--- config.mk ---
export PLATFORM = sky130hd
export DESIGN_NAME = fsync_coproc
export DESIGN_NICKNAME = d
export VERILOG_FILES = /design/src/hdl/fsync_pkg.sv /design/src/hdl/fsync_coproc.sv /design/src/hdl/fsync_issue_decoder.sv /design/src/hdl/fsync_result_unit.sv /design/src/hdl/fsync_sync_fsm.sv
export VERILOG_INCLUDE_DIRS = /design/src /design/src/hdl
export SDC_FILE = /design/constraint.sdc
export NUM_CORES = 1
export LEC_CHECK = 0
export ABC_AREA = 1
export BUFFER_PORTS_ARGS = -buffer_cell sky130_fd_sc_hd__buf_2
export CAP_MARGIN = 20
export CELL_PAD_IN_SITES_DETAIL_PLACEMENT = 0
export CELL_PAD_IN_SITES_GLOBAL_PLACEMENT = 1
export CORE_ASPECT_RATIO = 0.9
export CORE_MARGIN = 2
export CORE_UTILIZATION = 30
export CTS_CLUSTER_DIAMETER = 120
export CTS_CLUSTER_SIZE = 24
export DETAILED_ROUTE_END_ITERATION = 10
export PLACE_DENSITY_LB_ADDON = 0.1
export RECOVER_POWER = 50
export SETUP_SLACK_MARGIN = 0.05
export SLEW_MARGIN = 40
export SYNTH_ARGS = -nofsm -noshare
export SYNTH_HDL_FRONTEND = slang
export SYNTH_SLANG_ARGS = --single-unit
export TNS_END_PERCENT = 30
--- constraint.sdc ---
create_clock -name clk_dec_g -period 3 [get_ports clk_dec_g]
set_input_delay 0.15 -clock clk_dec_g [delete_from_list [all_inputs] [get_ports clk_dec_g]]
set_output_delay 0.15 -clock clk_dec_g [all_outputs]
set_load 0.02 [all_outputs]
--- src/hdl/fsync_cfg.svh ---
`ifndef FSYNC_CFG_SVH
`define FSYNC_CFG_SVH

// Word widths on the issue side
`define FSYNC_INSTR_W 32
`define FSYNC_DATA_W 32

// Barrier level sent to the network
`define FSYNC_LVL_W 4

// Completed barrier counter, wraps on overflow
`define FSYNC_CNT_W 16

// Opcode field position
`define FSYNC_OPCODE_W 7
`define FSYNC_OPCODE_OFF 0

// Function code field position
`define FSYNC_FUNC3_W 3
`define FSYNC_FUNC3_OFF 12

// Custom-2 opcode claimed by this coprocessor
`define FSYNC_OPCODE 7'h5B

// Barrier function code within custom-2
`define FSYNC_FUNC3 3'b010

`endif

--- src/hdl/fsync_pkg.sv ---
`include "fsync_cfg.svh"

package fsync_pkg;

  // Instruction word offered by the core
  typedef logic [`FSYNC_INSTR_W-1:0] instr_t;

  // Source operand from the register file
  typedef logic [`FSYNC_DATA_W-1:0] data_t;

  // Decoded instruction fields
  typedef logic [`FSYNC_OPCODE_W-1:0] opcode_t;
  typedef logic [`FSYNC_FUNC3_W-1:0] func3_t;

  // Hierarchy level of one barrier
  typedef logic [`FSYNC_LVL_W-1:0] level_t;

  // Number of finished barriers
  typedef logic [`FSYNC_CNT_W-1:0] count_t;

  // Barrier FSM toward the network
  // IDLE waits for a take
  // SYNC raises the request for one cycle
  // WAIT holds until the wake
  // ACK acknowledges and reports completion
  typedef enum logic [1:0] {
    IDLE,
    SYNC,
    WAIT,
    ACK
  } sync_state_e;

endpackage

--- src/hdl/fsync_coproc.sv ---
`timescale 1ns/1ps

module fsync_coproc (
  input  logic              clk_dec_g,
  input  logic              rst_ni,
  input  logic              clear_i,

  // Issue handshake with the core
  input  logic              issue_valid_i,
  input  fsync_pkg::instr_t issue_instr_i,
  input  fsync_pkg::data_t  issue_rs0_i,
  input  logic              issue_rs_valid_i,
  output logic              issue_ready_o,
  output logic              issue_accept_o,

  // Synchronization network
  output logic              sync_o,
  output fsync_pkg::level_t level_o,
  input  logic              wake_i,
  input  logic              error_i,
  output logic              ack_o,

  // Barrier results
  output logic              result_valid_o,
  output fsync_pkg::level_t result_level_o,
  output logic              result_error_o,
  output fsync_pkg::count_t done_count_o,
  output logic              error_status_o
);

  import fsync_pkg::*;

  // Decoder and execute block
  logic   busy;
  logic   sync_start;
  level_t dec_level;

  // Execute and result block
  logic   done;
  logic   done_error;
  level_t done_level;

  // Opcode check and level capture
  fsync_issue_decoder fsync_issue_decoder_inst (
    .clk_dec_g        (clk_dec_g),
    .rst_ni           (rst_ni),
    .clear_i          (clear_i),
    .issue_valid_i    (issue_valid_i),
    .issue_rs_valid_i (issue_rs_valid_i),
    .issue_instr_i    (issue_instr_i),
    .issue_rs0_i      (issue_rs0_i),
    .busy_i           (busy),
    .issue_ready_o    (issue_ready_o),
    .issue_accept_o   (issue_accept_o),
    .sync_start_o     (sync_start),
    .level_o          (dec_level)
  );

  // Barrier FSM toward the network
  fsync_sync_fsm fsync_sync_fsm_inst (
    .clk_dec_g    (clk_dec_g),
    .rst_ni       (rst_ni),
    .clear_i      (clear_i),
    .sync_start_i (sync_start),
    .level_i      (dec_level),
    .wake_i       (wake_i),
    .error_i      (error_i),
    .busy_o       (busy),
    .sync_o       (sync_o),
    .level_o      (level_o),
    .ack_o        (ack_o),
    .done_o       (done),
    .done_error_o (done_error),
    .done_level_o (done_level)
  );

  // Registered reports and status
  fsync_result_unit fsync_result_unit_inst (
    .clk_dec_g      (clk_dec_g),
    .rst_ni         (rst_ni),
    .clear_i        (clear_i),
    .done_i         (done),
    .done_error_i   (done_error),
    .done_level_i   (done_level),
    .result_valid_o (result_valid_o),
    .result_error_o (result_error_o),
    .result_level_o (result_level_o),
    .error_status_o (error_status_o),
    .done_count_o   (done_count_o)
  );

endmodule

--- src/hdl/fsync_issue_decoder.sv ---
`timescale 1ns/1ps

`include "fsync_cfg.svh"

module fsync_issue_decoder (
  input  logic              clk_dec_g,
  input  logic              rst_ni,
  input  logic              clear_i,

  // Issue request from the core
  input  logic              issue_valid_i,
  input  logic              issue_rs_valid_i,
  input  fsync_pkg::instr_t issue_instr_i,
  input  fsync_pkg::data_t  issue_rs0_i,

  // Execute block still has a barrier in flight
  input  logic              busy_i,

  // Issue response, combinational
  output logic              issue_ready_o,
  output logic              issue_accept_o,

  // Barrier start toward the execute block
  output logic              sync_start_o,
  output fsync_pkg::level_t level_o
);

  import fsync_pkg::*;

  // Fields sliced from the offered instruction
  opcode_t opcode;
  func3_t  func3;

  logic opcode_match;
  logic func3_match;

  // Handshake completes this cycle
  logic issue_take;
  // Take of a well formed barrier instruction
  logic barrier_take;

  // Level register
  level_t level_d;
  level_t level_q;

  assign opcode = issue_instr_i[`FSYNC_OPCODE_OFF +: `FSYNC_OPCODE_W];
  assign func3  = issue_instr_i[`FSYNC_FUNC3_OFF +: `FSYNC_FUNC3_W];

  assign opcode_match = (opcode == `FSYNC_OPCODE);
  assign func3_match  = (func3 == `FSYNC_FUNC3);

  // Only our opcode gets ready
  // Held low while a barrier is pending, this is the back-pressure
  // Also low during a clear so nothing is taken and then dropped
  assign issue_ready_o = issue_valid_i & opcode_match & ~busy_i & ~clear_i;

  // Any taken instruction is accepted, malformed ones included
  assign issue_accept_o = issue_ready_o;

  assign issue_take = issue_valid_i & issue_ready_o;

  // Wrong func3 or missing operand is swallowed without a barrier
  assign barrier_take = issue_take & func3_match & issue_rs_valid_i;

  // One cycle pulse, FSM leaves IDLE on the next edge
  assign sync_start_o = barrier_take;

  // Capture the level from the low bits of rs0 at the take
  always_comb begin
    level_d = level_q;
    if (barrier_take) begin
      level_d = issue_rs0_i[`FSYNC_LVL_W-1:0];
    end
  end

  always_ff @(posedge clk_dec_g or negedge rst_ni) begin
    if (!rst_ni) begin
      level_q <= '0;
    end else if (clear_i) begin
      level_q <= '0;
    end else begin
      level_q <= level_d;
    end
  end

  // Stable for the whole barrier since no new take while busy
  assign level_o = level_q;

endmodule

--- src/hdl/fsync_result_unit.sv ---
`timescale 1ns/1ps

module fsync_result_unit (
  input  logic              clk_dec_g,
  input  logic              rst_ni,
  input  logic              clear_i,

  // Completion from the execute block
  input  logic              done_i,
  input  logic              done_error_i,
  input  fsync_pkg::level_t done_level_i,

  // Per barrier report, one cycle after ACK
  output logic              result_valid_o,
  output logic              result_error_o,
  output fsync_pkg::level_t result_level_o,

  // Running status
  output logic              error_status_o,
  output fsync_pkg::count_t done_count_o
);

  import fsync_pkg::*;

  logic   valid_q;
  logic   error_q;
  logic   status_q;
  level_t level_q;
  count_t count_q;

  // Control and status registers
  always_ff @(posedge clk_dec_g or negedge rst_ni) begin
    if (!rst_ni) begin
      valid_q  <= 1'b0;
      error_q  <= 1'b0;
      status_q <= 1'b0;
      level_q  <= '0;
      count_q  <= '0;
    end else if (clear_i) begin
      valid_q  <= 1'b0;
      error_q  <= 1'b0;
      status_q <= 1'b0;
      level_q  <= '0;
      count_q  <= '0;
    end else begin
      valid_q <= done_i;
      // Error only shown alongside a valid report
      error_q <= done_i & done_error_i;
      // Level of the last finished barrier
      if (done_i) begin
        level_q <= done_level_i;
      end
      // Counter wraps on overflow
      if (done_i) begin
        count_q <= count_q + 1'b1;
      end
      // Sticky until the next clear
      if (done_i && done_error_i) begin
        status_q <= 1'b1;
      end
    end
  end

  assign result_valid_o = valid_q;
  assign result_error_o = error_q;
  assign result_level_o = level_q;
  assign error_status_o = status_q;
  assign done_count_o   = count_q;

endmodule

--- src/hdl/fsync_sync_fsm.sv ---
`timescale 1ns/1ps

module fsync_sync_fsm (
  input  logic              clk_dec_g,
  input  logic              rst_ni,
  input  logic              clear_i,

  // Start from the decoder
  input  logic              sync_start_i,
  input  fsync_pkg::level_t level_i,

  // Network wake with its error flag
  input  logic              wake_i,
  input  logic              error_i,

  // Back-pressure toward the decoder
  output logic              busy_o,

  // Network request and acknowledge
  output logic              sync_o,
  output fsync_pkg::level_t level_o,
  output logic              ack_o,

  // Completion toward the result block
  output logic              done_o,
  output logic              done_error_o,
  output fsync_pkg::level_t done_level_o
);

  import fsync_pkg::*;

  sync_state_e state_d;
  sync_state_e state_q;

  // Error flag sampled with the wake
  logic error_q;

  // Next state
  always_comb begin
    state_d = state_q;
    case (state_q)
      IDLE: begin
        if (sync_start_i) begin
          state_d = SYNC;
        end
      end
      // Request lasts exactly one cycle
      SYNC: state_d = WAIT;
      // Wait latency is set by the network
      WAIT: begin
        if (wake_i) begin
          state_d = ACK;
        end
      end
      ACK: state_d = IDLE;
      default: state_d = IDLE;
    endcase
  end

  always_ff @(posedge clk_dec_g or negedge rst_ni) begin
    if (!rst_ni) begin
      state_q <= IDLE;
    end else if (clear_i) begin
      state_q <= IDLE;
    end else begin
      state_q <= state_d;
    end
  end

  // Captured at the wake edge and shown in ACK
  always_ff @(posedge clk_dec_g or negedge rst_ni) begin
    if (!rst_ni) begin
      error_q <= 1'b0;
    end else if (clear_i) begin
      error_q <= 1'b0;
    end else if ((state_q == WAIT) && wake_i) begin
      error_q <= error_i;
    end
  end

  // Outputs decoded from the state
  always_comb begin
    busy_o       = (state_q != IDLE);
    sync_o       = 1'b0;
    level_o      = '0;
    ack_o        = 1'b0;
    done_o       = 1'b0;
    done_error_o = 1'b0;
    done_level_o = '0;
    case (state_q)
      SYNC: begin
        sync_o  = 1'b1;
        level_o = level_i;
      end
      ACK: begin
        ack_o        = 1'b1;
        done_o       = 1'b1;
        done_error_o = error_q;
        done_level_o = level_i;
      end
      default: ;
    endcase
  end

endmodule

Word-level counts from Yosys, hierarchy flattened
Cells that the tools add are included.
Word-level totals
  register bits after elaboration: 30
  input bits: 71
  output and inout port bits: 31
  word-level logic and storage cells: 55
Operators by class
  add/subtract/negate cells: 1
  equality and inequality tests: 7
  mux-type cells: 21
  bitwise operators: 9
  reduce and logical (&&, ||, !) cells: 9
Operators by type and width (count)
  $mux W16: 2
  $mux W4: 6
  $add A16 B1 Y16 const B: 1
  $reduce_bool A2 Y1: 5
  $mux W1: 9
  $pmux W2 S4: 1
  $and A1 B1 Y1: 7
  $eq A7 B7 Y1 const B: 1
  $mux W2: 3
  $ne A3 B3 Y1 const B: 2
  $eq A2 B2 Y1 const B: 2
  $eq A3 B2 Y1 const B: 1
  $eq A2 B1 Y1 const B: 1
  $logic_and A1 B1 Y1: 2
  $logic_not A2 Y1: 1
  $not A1 Y1: 2
  $reduce_and A2 Y1: 1

Longest topological paths before layout
Gate-level depths: netlist of run 1.
  word-level depth: 10
  depth in mapped cells: 9

Cells and area by module
Synthesis of run 1 repeated with hierarchy kept, for this count alone.
Unflattened totals
  cell total of the unflattened synthesis: 224
  area, all modules: 1719.1 µm²
By module, submodules not included
  fsync_result_unit: times used 1, cells an instance 135, area each 1118.6 µm², sequential area each 575.6 µm²
  fsync_issue_decoder: times used 1, cells an instance 40, area each 300.3 µm², sequential area each 100.1 µm²
  fsync_sync_fsm: times used 1, cells an instance 49, area each 300.3 µm², sequential area each 75.1 µm²

Least setup slack after synthesis of run 1
OpenSTA, ideal clock, no wires.
  path type: reg2reg
  start: register fsync_sync_fsm_inst.state_q[0]
  end: register fsync_result_unit_inst.count_q[7], in the netlist fsync_result_unit_inst.done_count_o[7]
  arrival: 1.390 ns
  required time: 2.878 ns
  path slack: 1.489 ns
  stages on the path, launching flop included: 7
  path buffers: 0
  cell sequence: dfrtp_1 > ha_1 > nand4_4 > nor2_4 > nand2_2 > o21ai_1 > a21oi_2
Between the ends
  cells in the longest elaborated chain, start to end: 3
RTL lines
  start, declared: RTL line fsync_sync_fsm.sv:33  | sync_state_e state_q;
  start signal, assigned: RTL line fsync_sync_fsm.sv:66  | state_q <= state_d;
  $eq A2 B2 Y1
  $mux W1
  via ack_o: RTL line fsync_coproc.sv:21  | output logic ack_o,
  $reduce_bool A2 Y1 (no source line)
  end signal, assigned: RTL line fsync_result_unit.sv:55  | count_q <= count_q + 1'b1;
  end, declared: RTL line fsync_result_unit.sv:29  | count_t count_q;
The timed path passes the listed nets, and every way through them passes these cells.
A chain may end at the register's enable or synchronous reset.

Worst setup path after layout of run 1
  start: register fsync_sync_fsm_inst.state_q[0]
  end: output issue_ready_o
Between the ends
  cells in the longest elaborated chain, start to end: 4
RTL lines
  $reduce_bool A2 Y1: RTL line fsync_sync_fsm.sv:83  | busy_o = (state_q != IDLE);
  $not A1 Y1: RTL line fsync_issue_decoder.sv:55  | assign issue_ready_o = issue_valid_i & opcode_match & ~busy_i & ~clear_i;
  $and A1 B1 Y1 (2 in series): RTL line fsync_issue_decoder.sv:55
  end, declared: RTL line fsync_coproc.sv:13  | output logic issue_ready_o,
No other way between the ends.

==> results of run 1 <==
==> final cells by class <==
class | instances | area (sq um) | share of cell area [%]
Clock buffer | 5 | 68.8 | 3.49
Timing Repair Buffer | 52 | 245 | 12.4
Inverter | 32 | 121 | 6.15
Tap cell | 65 | 81.3 | 4.12
Clock inverter | 3 | 40.0 | 2.03
Sequential cell | 30 | 751 | 38.0
Multi-Input combinational cell | 125 | 667 | 33.8
==> state kept, by name, summed over array words and instances (netlist names) <==
| name | cells |
|---|---|
| fsync_result_unit_inst.result_level_o | 4 |
| fsync_sync_fsm_inst.state_q | 2 |
| fsync_result_unit_inst.result_error_o | 1 |
| fsync_issue_decoder_inst.level_o | 4 |
| fsync_result_unit_inst.done_count_o | 16 |
| fsync_result_unit_inst.result_valid_o | 1 |
| fsync_sync_fsm_inst.error_q | 1 |
| fsync_result_unit_inst.error_status_o | 1 |
==> final timing paths <==
check	to	startpoint
max	issue_ready_o	fsync_sync_fsm_inst.state_q[0]
min	fsync_issue_decoder_inst.level_o[0]	issue_rs0_i[0]
max reg2reg	fsync_result_unit_inst.done_count_o[13]	fsync_sync_fsm_inst.state_q[0]
min reg2reg	fsync_result_unit_inst.error_status_o	fsync_result_unit_inst.error_status_o
max in group asynchronous	fsync_result_unit_inst.result_error_o	rst_ni
min in group asynchronous	fsync_result_unit_inst.result_level_o[0]	rst_ni
==> cells in the mapped netlist <==
cell type	count	area, sq um
sky130_fd_sc_hd__buf_2	1	5.00
sky130_fd_sc_hd__a21oi_1	9	45.0
sky130_fd_sc_hd__o21ai_1	8	40.0
sky130_fd_sc_hd__nand4_4	1	21.3
sky130_fd_sc_hd__nand3_1	11	55.1
sky130_fd_sc_hd__a22oi_1	1	7.51
sky130_fd_sc_hd__o21bai_2	1	11.3
sky130_fd_sc_hd__nand4_2	1	12.5
sky130_fd_sc_hd__nor2_1	19	71.3
sky130_fd_sc_hd__buf_4	2	15.0
sky130_fd_sc_hd__clkinv_2	1	5.00
sky130_fd_sc_hd__nand2_2	2	12.5
sky130_fd_sc_hd__nor2_4	3	33.8
sky130_fd_sc_hd__inv_2	2	7.51
sky130_fd_sc_hd__a31oi_1	1	6.26
sky130_fd_sc_hd__dfrtp_1	30	751
sky130_fd_sc_hd__o21ai_0	12	60.1
sky130_fd_sc_hd__nor2_2	3	18.8
sky130_fd_sc_hd__and2_1	1	6.26
sky130_fd_sc_hd__a21oi_2	1	8.76
sky130_fd_sc_hd__nand2_1	41	154
sky130_fd_sc_hd__a22o_1	1	8.76
sky130_fd_sc_hd__nor3_1	1	5.00
sky130_fd_sc_hd__nand4_1	1	6.26
sky130_fd_sc_hd__ha_1	5	62.6
sky130_fd_sc_hd__inv_1	29	109
sky130_fd_sc_hd__nand3_2	2	20.0
==> per-stage QoR <==
step | cell area, sq um | util, %
final | 1970 | 40.1
after global routing | 1970 | 40.1
after CTS | 1990 | 40.5
after detailed placement | 1880 | 38.1
after global placement | 1880 | 38.1
after floorplan | 1560 | -
==> cell families after synthesis <==
| logic type | after synthesis | synth area share (%) |
|---|---|---|
| and+or+nand+nor | 86 | 26.7 |
| buffers and inverters | 35 | 9.07 |
| AOI/OAI and AO/OA | 34 | 12.0 |
| DFF | 30 | 48.2 |
| adders and majority gates | 5 | 4.01 |
==> cell usage in the layout (no fill, tap or decap), drive strengths merged <==
cell type	n
clkbuf	21
a22oi	1
inv	31
a22o	1
bufinv	1
a31oi	1
nand4	3
buf	35
clkinv	3
dlygate4sd3	1
dfrtp	30
a21oi	10
o21bai	1
nor2	25
nand2	43
o21ai	20
ha	5
nand3	13
nor3	1
and2	1
==> metal layers <==
layer,vias up,global-route usage (%),routed length [um]
li1,717,-,-
met1,634,18.6,1850
met2,26,20.5,1460
met3,8,3.86,168
met4,0,5.08,51
met5,-,0,0
==> power by group <==
| group | leakage, nW | switching (mW) | internal [mW] | total [mW] |
|---|---|---|---|---|
| registers | 0.417 | 0.0217 | 0.424 | 0.445 |
| logic | 0.519 | 0.123 | 0.0629 | 0.186 |
| clock network | 0.0579 | 0.156 | 0.244 | 0.400 |
| total | 0.993 | 0.301 | 0.731 | 1.03 |
==> timing repair <==
item / CTS / global route
resized for setup: 0 / 0
hold endpoints to repair: 30 / 0
hold buffers: 1 / 0
setup buffers: 0 / 0
==> critical path, delay by kind of cell (launching register included) <==
kind	cells	cell delay [ns]
adder cells (fa/ha/maj)	1	0.17
flip-flops	1	0.43
AND/OR/NAND/NOR	3	0.48
buffers and inverters	2	0.30
==> load_flow_metrics.sql, run 1 <==
INSERT INTO impl_metrics (metric_group, metric, value, unit) VALUES
('outcome', 'run_status', 'complete, but fails checks', ''),
('outcome', 'violations', 'max-capacitance violations, max-slew violations', ''),
('synthesis', 'yosys_warnings', '0', ''),
('critical_path', 'cp.arrival', '1.66', 'ns'),
('timing', 'timing.final.ws_setup', '1.19', 'ns'),
('floorplanning', 'die_area', '5790', 'sq um'),
('clock_network', 'cts.reportedPaths.clkPinSlew', '0.07', 'ns'),
('critical_path', 'crit_required', '2.85', 'ns'),
('placement', 'gp_congestion', '0.692', ''),
('placement', 'io_buffer_count', '51', ''),
('clock_network', 'clk_root_buffer_cell', 'sky130_fd_sc_hd__clkbuf_8', ''),
('floorplanning', 'initial_core_util', '31.7', '%'),
('detailed_routing', 'drc_errors', '0', ''),
('worst_hold_path', 'worst_hold_path_type', 'input port to register', ''),
('timing', 'final-setup-viol-count', '0', ''),
('placement', 'dpl.cell_count', '303', ''),
('clock_network', 'cts-buffers-inserted', '5', ''),
('detailed_routing', 'drt_wl_total', '3530', 'um'),
('global_routing', 'antenna_violations_before_repair', '0', ''),
('critical_path', 'timing.critical_path.to_type', 'output pin', ''),
('global_routing', 'grt_max_degree', '31', ''),
('floorplanning', 'chipHeight', '72.4', 'um'),
('timing', 'timing.hold.ws', '0.107', 'ns'),
('timing', 'timing.final.max_slew_violations', '31', ''),
('clock_network', 'cts_num_sinks', '30', ''),
('job', 'maxCapViolCount', '1', ''),
('global_routing', 'grt_pass1_vias', '1347', ''),
('detailed_routing', 'num_vias', '1385', ''),
('worst_hold_path', 'timing.hold.worst_path_depth', '3', ''),
('floorplanning', 'die_width', '80.0', 'um'),
('detailed_routing', 'detail_route.iter0.violations', '45', ''),
('finish', 'area.growth.synth_to_final', '26.6', '%'),
('critical_path', 'worst-setup-path-type', 'register to output pin', ''),
('placement', 'dpl.hpwl', '2640', 'um'),
('timing', 'post-route-period-util', '60.4', '%'),
('critical_path', 'critical_path_source_type', 'register', ''),
('critical_path', 'r2r_slack', '1.41', 'ns'),
('synthesis', 'postSynthCellCount', '190', ''),
('timing', 'finalHoldViolations', '0', ''),
('critical_path', 'reg2reg_depth', '6', ''),
('timing', 'final.min_clock_period', '1.81', 'ns'),
('detailed_routing', 'detail_route.first_pass.iterations', '4', ''),
('detailed_routing', 'detail_route.wl_per_cell', '11.3', 'um'),
('clock_network', 'htree_levels', '2', ''),
('synthesis', 'postSynthRegisterBits', '30', ''),
('timing', 'skew', '0.00395', 'ns'),
('clock_network', 'clock_latency', '0.28', 'ns'),
('finish', 'final_nets', '322', ''),
('detailed_routing', 'ant_nets', '0', ''),
('critical_path', 'cp_max_fanout', '6', ''),
('finish', 'fillers', '549', ''),
('timing', 'worstMarginPinSlew', '1.66', 'ns'),
('critical_path', 'slowest_stage', 'sky130_fd_sc_hd__dfrtp_1', ''),
('global_routing', 'track_usage', '13.6', '%'),
('timing', 'fin_tns_setup', '0', 'ns'),
('timing', 'slew_headroom', '-10.9', '%'),
('global_routing', 'grt_pass1_wl', '6090', 'um'),
('synthesis', 'post_synth.cell_area_avg', '8.21', 'sq um'),
('synthesis', 'distinct_cell_type_count_of_the_synthesized_netlist', '27', ''),
('floorplanning', 'boundaryPins', '102', ''),
('floorplanning', 'core_area', '4920', 'sq um'),
('clock_network', 'cts_tree', 'yes', ''),
('pwr', 'static_leakage', '0.993', 'nW'),
('floorplanning', 'rows', '24', ''),
('synthesis', 'mappedNetlistArea', '1560', 'sq um'),
('global_routing', 'overflow', '0', ''),
('clock_network', 'clock_tree.buffer_depth', '2', ''),
('critical_path', 'critical_path.cell_chain', 'inv_1, ha_1, nand2_1, nor3_1, and2_1, buf_2', ''),
('finish', 'antenna-diode-count', '0', ''),
('pwr', 'power.ir.vdd_worst', '0.293', 'mV'),
('detailed_routing', 'viasPerCell', '4.44', ''),
('pwr', 'power-per-cell-area', '523', 'nW/um^2'),
('critical_path', 'slowest_delay', '0.43', 'ns'),
('pwr', 'final_total_power', '1.03', 'mW'),
('synthesis', 'seq_area_frac_synth', '48.2', '%'),
('timing', 'achievable-frequency', '0.552', 'GHz'),
('placement', 'dp_slack', '1.39', 'ns'),
('finish', 'drive_gt1_share', '24.3', '%'),
('synthesis', 'synth.net_count', '266', ''),
('timing', 'rsz_0062_raised_after_global_routing', 'no', ''),
('finish', 'final_cell_count_no_fill', '312', '');
(Power assumes the default switching activity.)
==> run 2: changes to the inputs <==
--- a/config.mk
+++ b/config.mk
@@ -13,7 +13,7 @@
 export CELL_PAD_IN_SITES_GLOBAL_PLACEMENT = 1
 export CORE_ASPECT_RATIO = 0.9
 export CORE_MARGIN = 2
-export CORE_UTILIZATION = 30
+export CORE_UTILIZATION = 26
 export CTS_CLUSTER_DIAMETER = 120
 export CTS_CLUSTER_SIZE = 24
 export DETAILED_ROUTE_END_ITERATION = 10
==> constraint.sdc (replaced) <==
create_clock -name clk_dec_g -period 1.5 [get_ports clk_dec_g]
set_input_delay 0.075 -clock clk_dec_g [delete_from_list [all_inputs] [get_ports clk_dec_g]]
set_output_delay 0.075 -clock clk_dec_g [all_outputs]
set_load 0.02 [all_outputs]
==> run 2 against run 1 <==
  * The flow now finishes without violations
  * Critical path depth unchanged
  * Global-route usage shrank 1.6 points
  * Sequential share of layout area shrank 4.2 points
  * Largest cell class is now multi-input combinational cells
  * Hold slack lost 0.070 ns
  * Non-clock buffer count increased by 19
  * Sequential power up 97%
  * Final cell count rose by 7.7%
  * Power up 110%
  * Register-to-register slack worse by 1.3 ns
  * Clock power is 64% higher
==> load_flow_metrics.sql, run 2 (synthesized netlist as in run 1, its figures left out) <==
INSERT INTO impl_metrics (metric_group, metric, value, unit) VALUES
('outcome', 'run_status', 'completed', ''),
('finish', 'multi_input_comb_area', '759', 'sq um'),
('clock_network', 'clock_latency', '0.28', 'ns'),
('global_routing', 'grt_pass1_wl', '6260', 'um'),
('timing', 'rsz_0062_raised_after_global_routing', 'yes', ''),
('critical_path', 'crit_required', '1.42', 'ns'),
('critical_path', 'worstReg2RegEnd', 'fsync_result_unit_inst.done_count_o[11]', ''),
('pwr', 'power.ir.vdd_worst', '0.446', 'mV'),
('finish', 'fillers', '604', ''),
('placement', 'dpl.hpwl', '2870', 'um'),
('timing', 'worstMarginPinSlew', '0.589', 'ns'),
('critical_path', 'worstSetupStartpoint', 'fsync_sync_fsm_inst.state_q[1]', ''),
('global_routing', 'track_usage', '12.0', '%'),
('pwr', 'power-per-cell-area', '994', 'nW/um^2'),
('critical_path', 'timing.critical_path.to', 'issue_ready_o', ''),
('critical_path', 'cp_num_buf_inv', '2', ''),
('floorplanning', 'die_area', '6630', 'sq um'),
('placement', 'gp_congestion', '0.698', ''),
('detailed_routing', 'drc_errors', '0', ''),
('detailed_routing', 'detail_route.wl_per_cell', '11.1', 'um'),
('timing', 'timing.final.max_slew_violations', '0', ''),
('detailed_routing', 'detail_route.iter0.violations', '26', ''),
('critical_path', 'worst-setup-path-type', 'register to output pin', ''),
('critical_path', 'slowest_stage', 'sky130_fd_sc_hd__dfrtp_1', ''),
('detailed_routing', 'drt_wl_total', '3740', 'um'),
('clock_network', 'htree_levels', '2', ''),
('worst_hold_path', 'worst_hold_path_type', 'input port to register', ''),
('placement', 'io_buffer_count', '51', ''),
('floorplanning', 'rows', '26', ''),
('job', 'maxCapViolCount', '0', ''),
('timing', 'timing.hold.ws', '0.0372', 'ns'),
('finish', 'antenna-diode-count', '0', ''),
('critical_path', 'cp.depth', '6', ''),
('timing', 'finalHoldViolations', '0', ''),
('critical_path', 'r2r_slack', '0.13', 'ns'),
('critical_path', 'critical_path_source_type', 'register', ''),
('finish', 'drive_gt1_share', '36.8', '%'),
('timing', 'final.min_clock_period', '1.48', 'ns'),
('detailed_routing', 'viasPerCell', '4.21', ''),
('critical_path', 'slowest_delay', '0.40', 'ns'),
('detailed_routing', 'num_vias', '1413', ''),
('critical_path', 'critical_path.cell_chain', 'inv_2, ha_4, nand2_2, nor3_2, and2_4, buf_6', ''),
('timing', 'achievable-frequency', '0.674', 'GHz'),
('global_routing', 'grt_pass1_vias', '1360', ''),
('clock_network', 'cts_tree', 'yes', ''),
('clock_network', 'clk_root_buffer_cell', 'sky130_fd_sc_hd__clkbuf_8', ''),
('finish', 'post-route-util', '38.9', '%'),
('clock_network', 'clock_tree.buffer_depth', '2', ''),
('finish', 'area.growth.synth_to_final', '42.8', '%'),
('finish', 'final_cell_mix', '38 x sky130_fd_sc_hd__nand2_1, 33 x sky130_fd_sc_hd__buf_2, 28 x sky130_fd_sc_hd__dfrtp_1', ''),
('finish', 'largest_reg_flops', '16', ''),
('worst_hold_path', 'timing.hold.worst_path_depth', '3', ''),
('finish', 'final_nets', '341', ''),
('finish', 'ff_latch_area', '753', 'sq um'),
('floorplanning', 'die_width', '85.6', 'um'),
('timing', 'final-setup-viol-count', '0', ''),
('global_routing', 'grt_max_degree', '24', ''),
('floorplanning', 'boundaryPins', '102', ''),
('detailed_routing', 'detail_route.first_pass.iterations', '4', ''),
('timing', 'post-route-period-util', '98.9', '%'),
('critical_path', 'cpLargestDelayFamily', 'flip-flops', ''),
('floorplanning', 'initial_core_util', '27.2', '%'),
('critical_path', 'worstReg2RegStart', 'fsync_sync_fsm_inst.state_q[1]', ''),
('clock_network', 'cts.reportedPaths.clkPinSlew', '0.06', 'ns'),
('critical_path', 'reg2reg_depth', '7', ''),
('timing', 'skew', '0.00596', 'ns'),
('finish', 'layout_commonest_cell', 'sky130_fd_sc_hd__nand2_1', ''),
('pwr', 'static_leakage', '1.09', 'nW'),
('critical_path', 'timing.critical_path.to_type', 'output pin', ''),
('detailed_routing', 'ant_nets', '0', ''),
('placement', 'dp_slack', '0.0200', 'ns'),
('critical_path', 'cp_max_fanout', '6', ''),
('clock_network', 'cts_num_sinks', '30', ''),
('pwr', 'final_total_power', '2.21', 'mW'),
('timing', 'timing.final.ws_setup', '0.0168', 'ns'),
('critical_path', 'cp.arrival', '1.41', 'ns'),
('timing', 'slew_headroom', '60.7', '%'),
('clock_network', 'cts-buffers-inserted', '5', ''),
('floorplanning', 'chipHeight', '77.5', 'um'),
('global_routing', 'antenna_violations_before_repair', '0', ''),
('floorplanning', 'core_area', '5730', 'sq um'),
('global_routing', 'overflow', '0', '');
-- run 2: cell count changes in the layout (fill, tap and decap cells not counted), moves of 2 or more --
| cell | previous run | this run |
|---|---|---|
| sky130_fd_sc_hd__buf_4 | 0 | 20 |
| sky130_fd_sc_hd__ha_1 | 5 | 1 |
| sky130_fd_sc_hd__ha_4 | 0 | 4 |
| sky130_fd_sc_hd__inv_1 | 29 | 25 |
| sky130_fd_sc_hd__inv_2 | 2 | 6 |
| sky130_fd_sc_hd__buf_6 | 0 | 3 |
| sky130_fd_sc_hd__nand2_1 | 41 | 38 |
| sky130_fd_sc_hd__nand2_2 | 2 | 5 |
| sky130_fd_sc_hd__buf_2 | 35 | 33 |
| sky130_fd_sc_hd__clkbuf_1 | 16 | 14 |
| sky130_fd_sc_hd__dfrtp_1 | 30 | 28 |
| sky130_fd_sc_hd__dfrtp_2 | 0 | 2 |
-- run 2: cell type report --
| class | instances | share of cell area, % |
|---|---|---|
| multi-input cells | 125 | 34.1 |
| flip-flops and latches | 30 | 33.8 |
| repair buffers | 71 | 18.5 |
| inverters | 32 | 5.45 |
| well taps | 70 | 3.93 |
| clock buffers | 7 | 3.88 |
| clock inverters | 1 | 0.225 |
-- run 2: timing repair --
item	in CTS	in global routing
endpoints found under the setup margin	11	19
hold endpoints to repair	21	0
hold buffers	1	0
gates resized for setup	23	8
setup buffers	4	2
pin swaps	6	7
gates cloned	0	0
-- run 2: metal layers --
metal / vias to the layer above / global-route usage, % / share of wire [%]
met5: - / 0 / 0
met4: 0 / 4.76 / 0.78
met3: 4 / 2.55 / 3.9
met2: 34 / 18.0 / 45
met1: 619 / 16.7 / 50
li1: 756 / - / -
-- run 2: through the flow --
stage / cells / setup TNS (ns) / area (sq um)
6_report: 336 / 0 / 2230
5_1_grt: 336 / -0.227 / 2230
4_1_cts: 334 / -0.133 / 2190
3_5_place_dp: 321 / 0 / 1980
3_3_place_gp: 321 / 0 / 1980
2_1_floorplan: 190 / 0 / 1560
-- run 2: worst reg2reg max path: stages, from the launching register on --
cell and delay [ns]:
sky130_fd_sc_hd__dfrtp_1 0.37, sky130_fd_sc_hd__buf_4 0.14, sky130_fd_sc_hd__ha_4 0.17, sky130_fd_sc_hd__nand4_4 0.15, sky130_fd_sc_hd__nor2_4 0.20, sky130_fd_sc_hd__inv_2 0.06, sky130_fd_sc_hd__o21ai_1 0.12, sky130_fd_sc_hd__a21oi_1 0.05
-- run 2: power breakdown --
| group | total [mW] | switching [mW] | internal, mW |
|---|---|---|---|
| registers | 0.878 | 0.0292 | 0.849 |
| clock network | 0.658 | 0.289 | 0.369 |
| logic | 0.677 | 0.349 | 0.328 |
| total | 2.21 | 0.667 | 1.55 |
-- run 2: worst min path at each step --
stage	startpoint	endpoint	slack (ns)
6_report	issue_rs0_i[0]	fsync_issue_decoder_inst.level_o[0]	0.04
5_1_grt	issue_rs0_i[0]	fsync_issue_decoder_inst.level_o[0]	0.06
4_1_cts	issue_rs0_i[0]	fsync_issue_decoder_inst.level_o[0]	0.03
3_5_place_dp	rst_ni	fsync_result_unit_inst.result_valid_o	0.09
3_3_place_gp	rst_ni	fsync_result_unit_inst.result_valid_o	0.09
2_1_floorplan	rst_ni	fsync_issue_decoder_inst.level_o[0]	-0.22
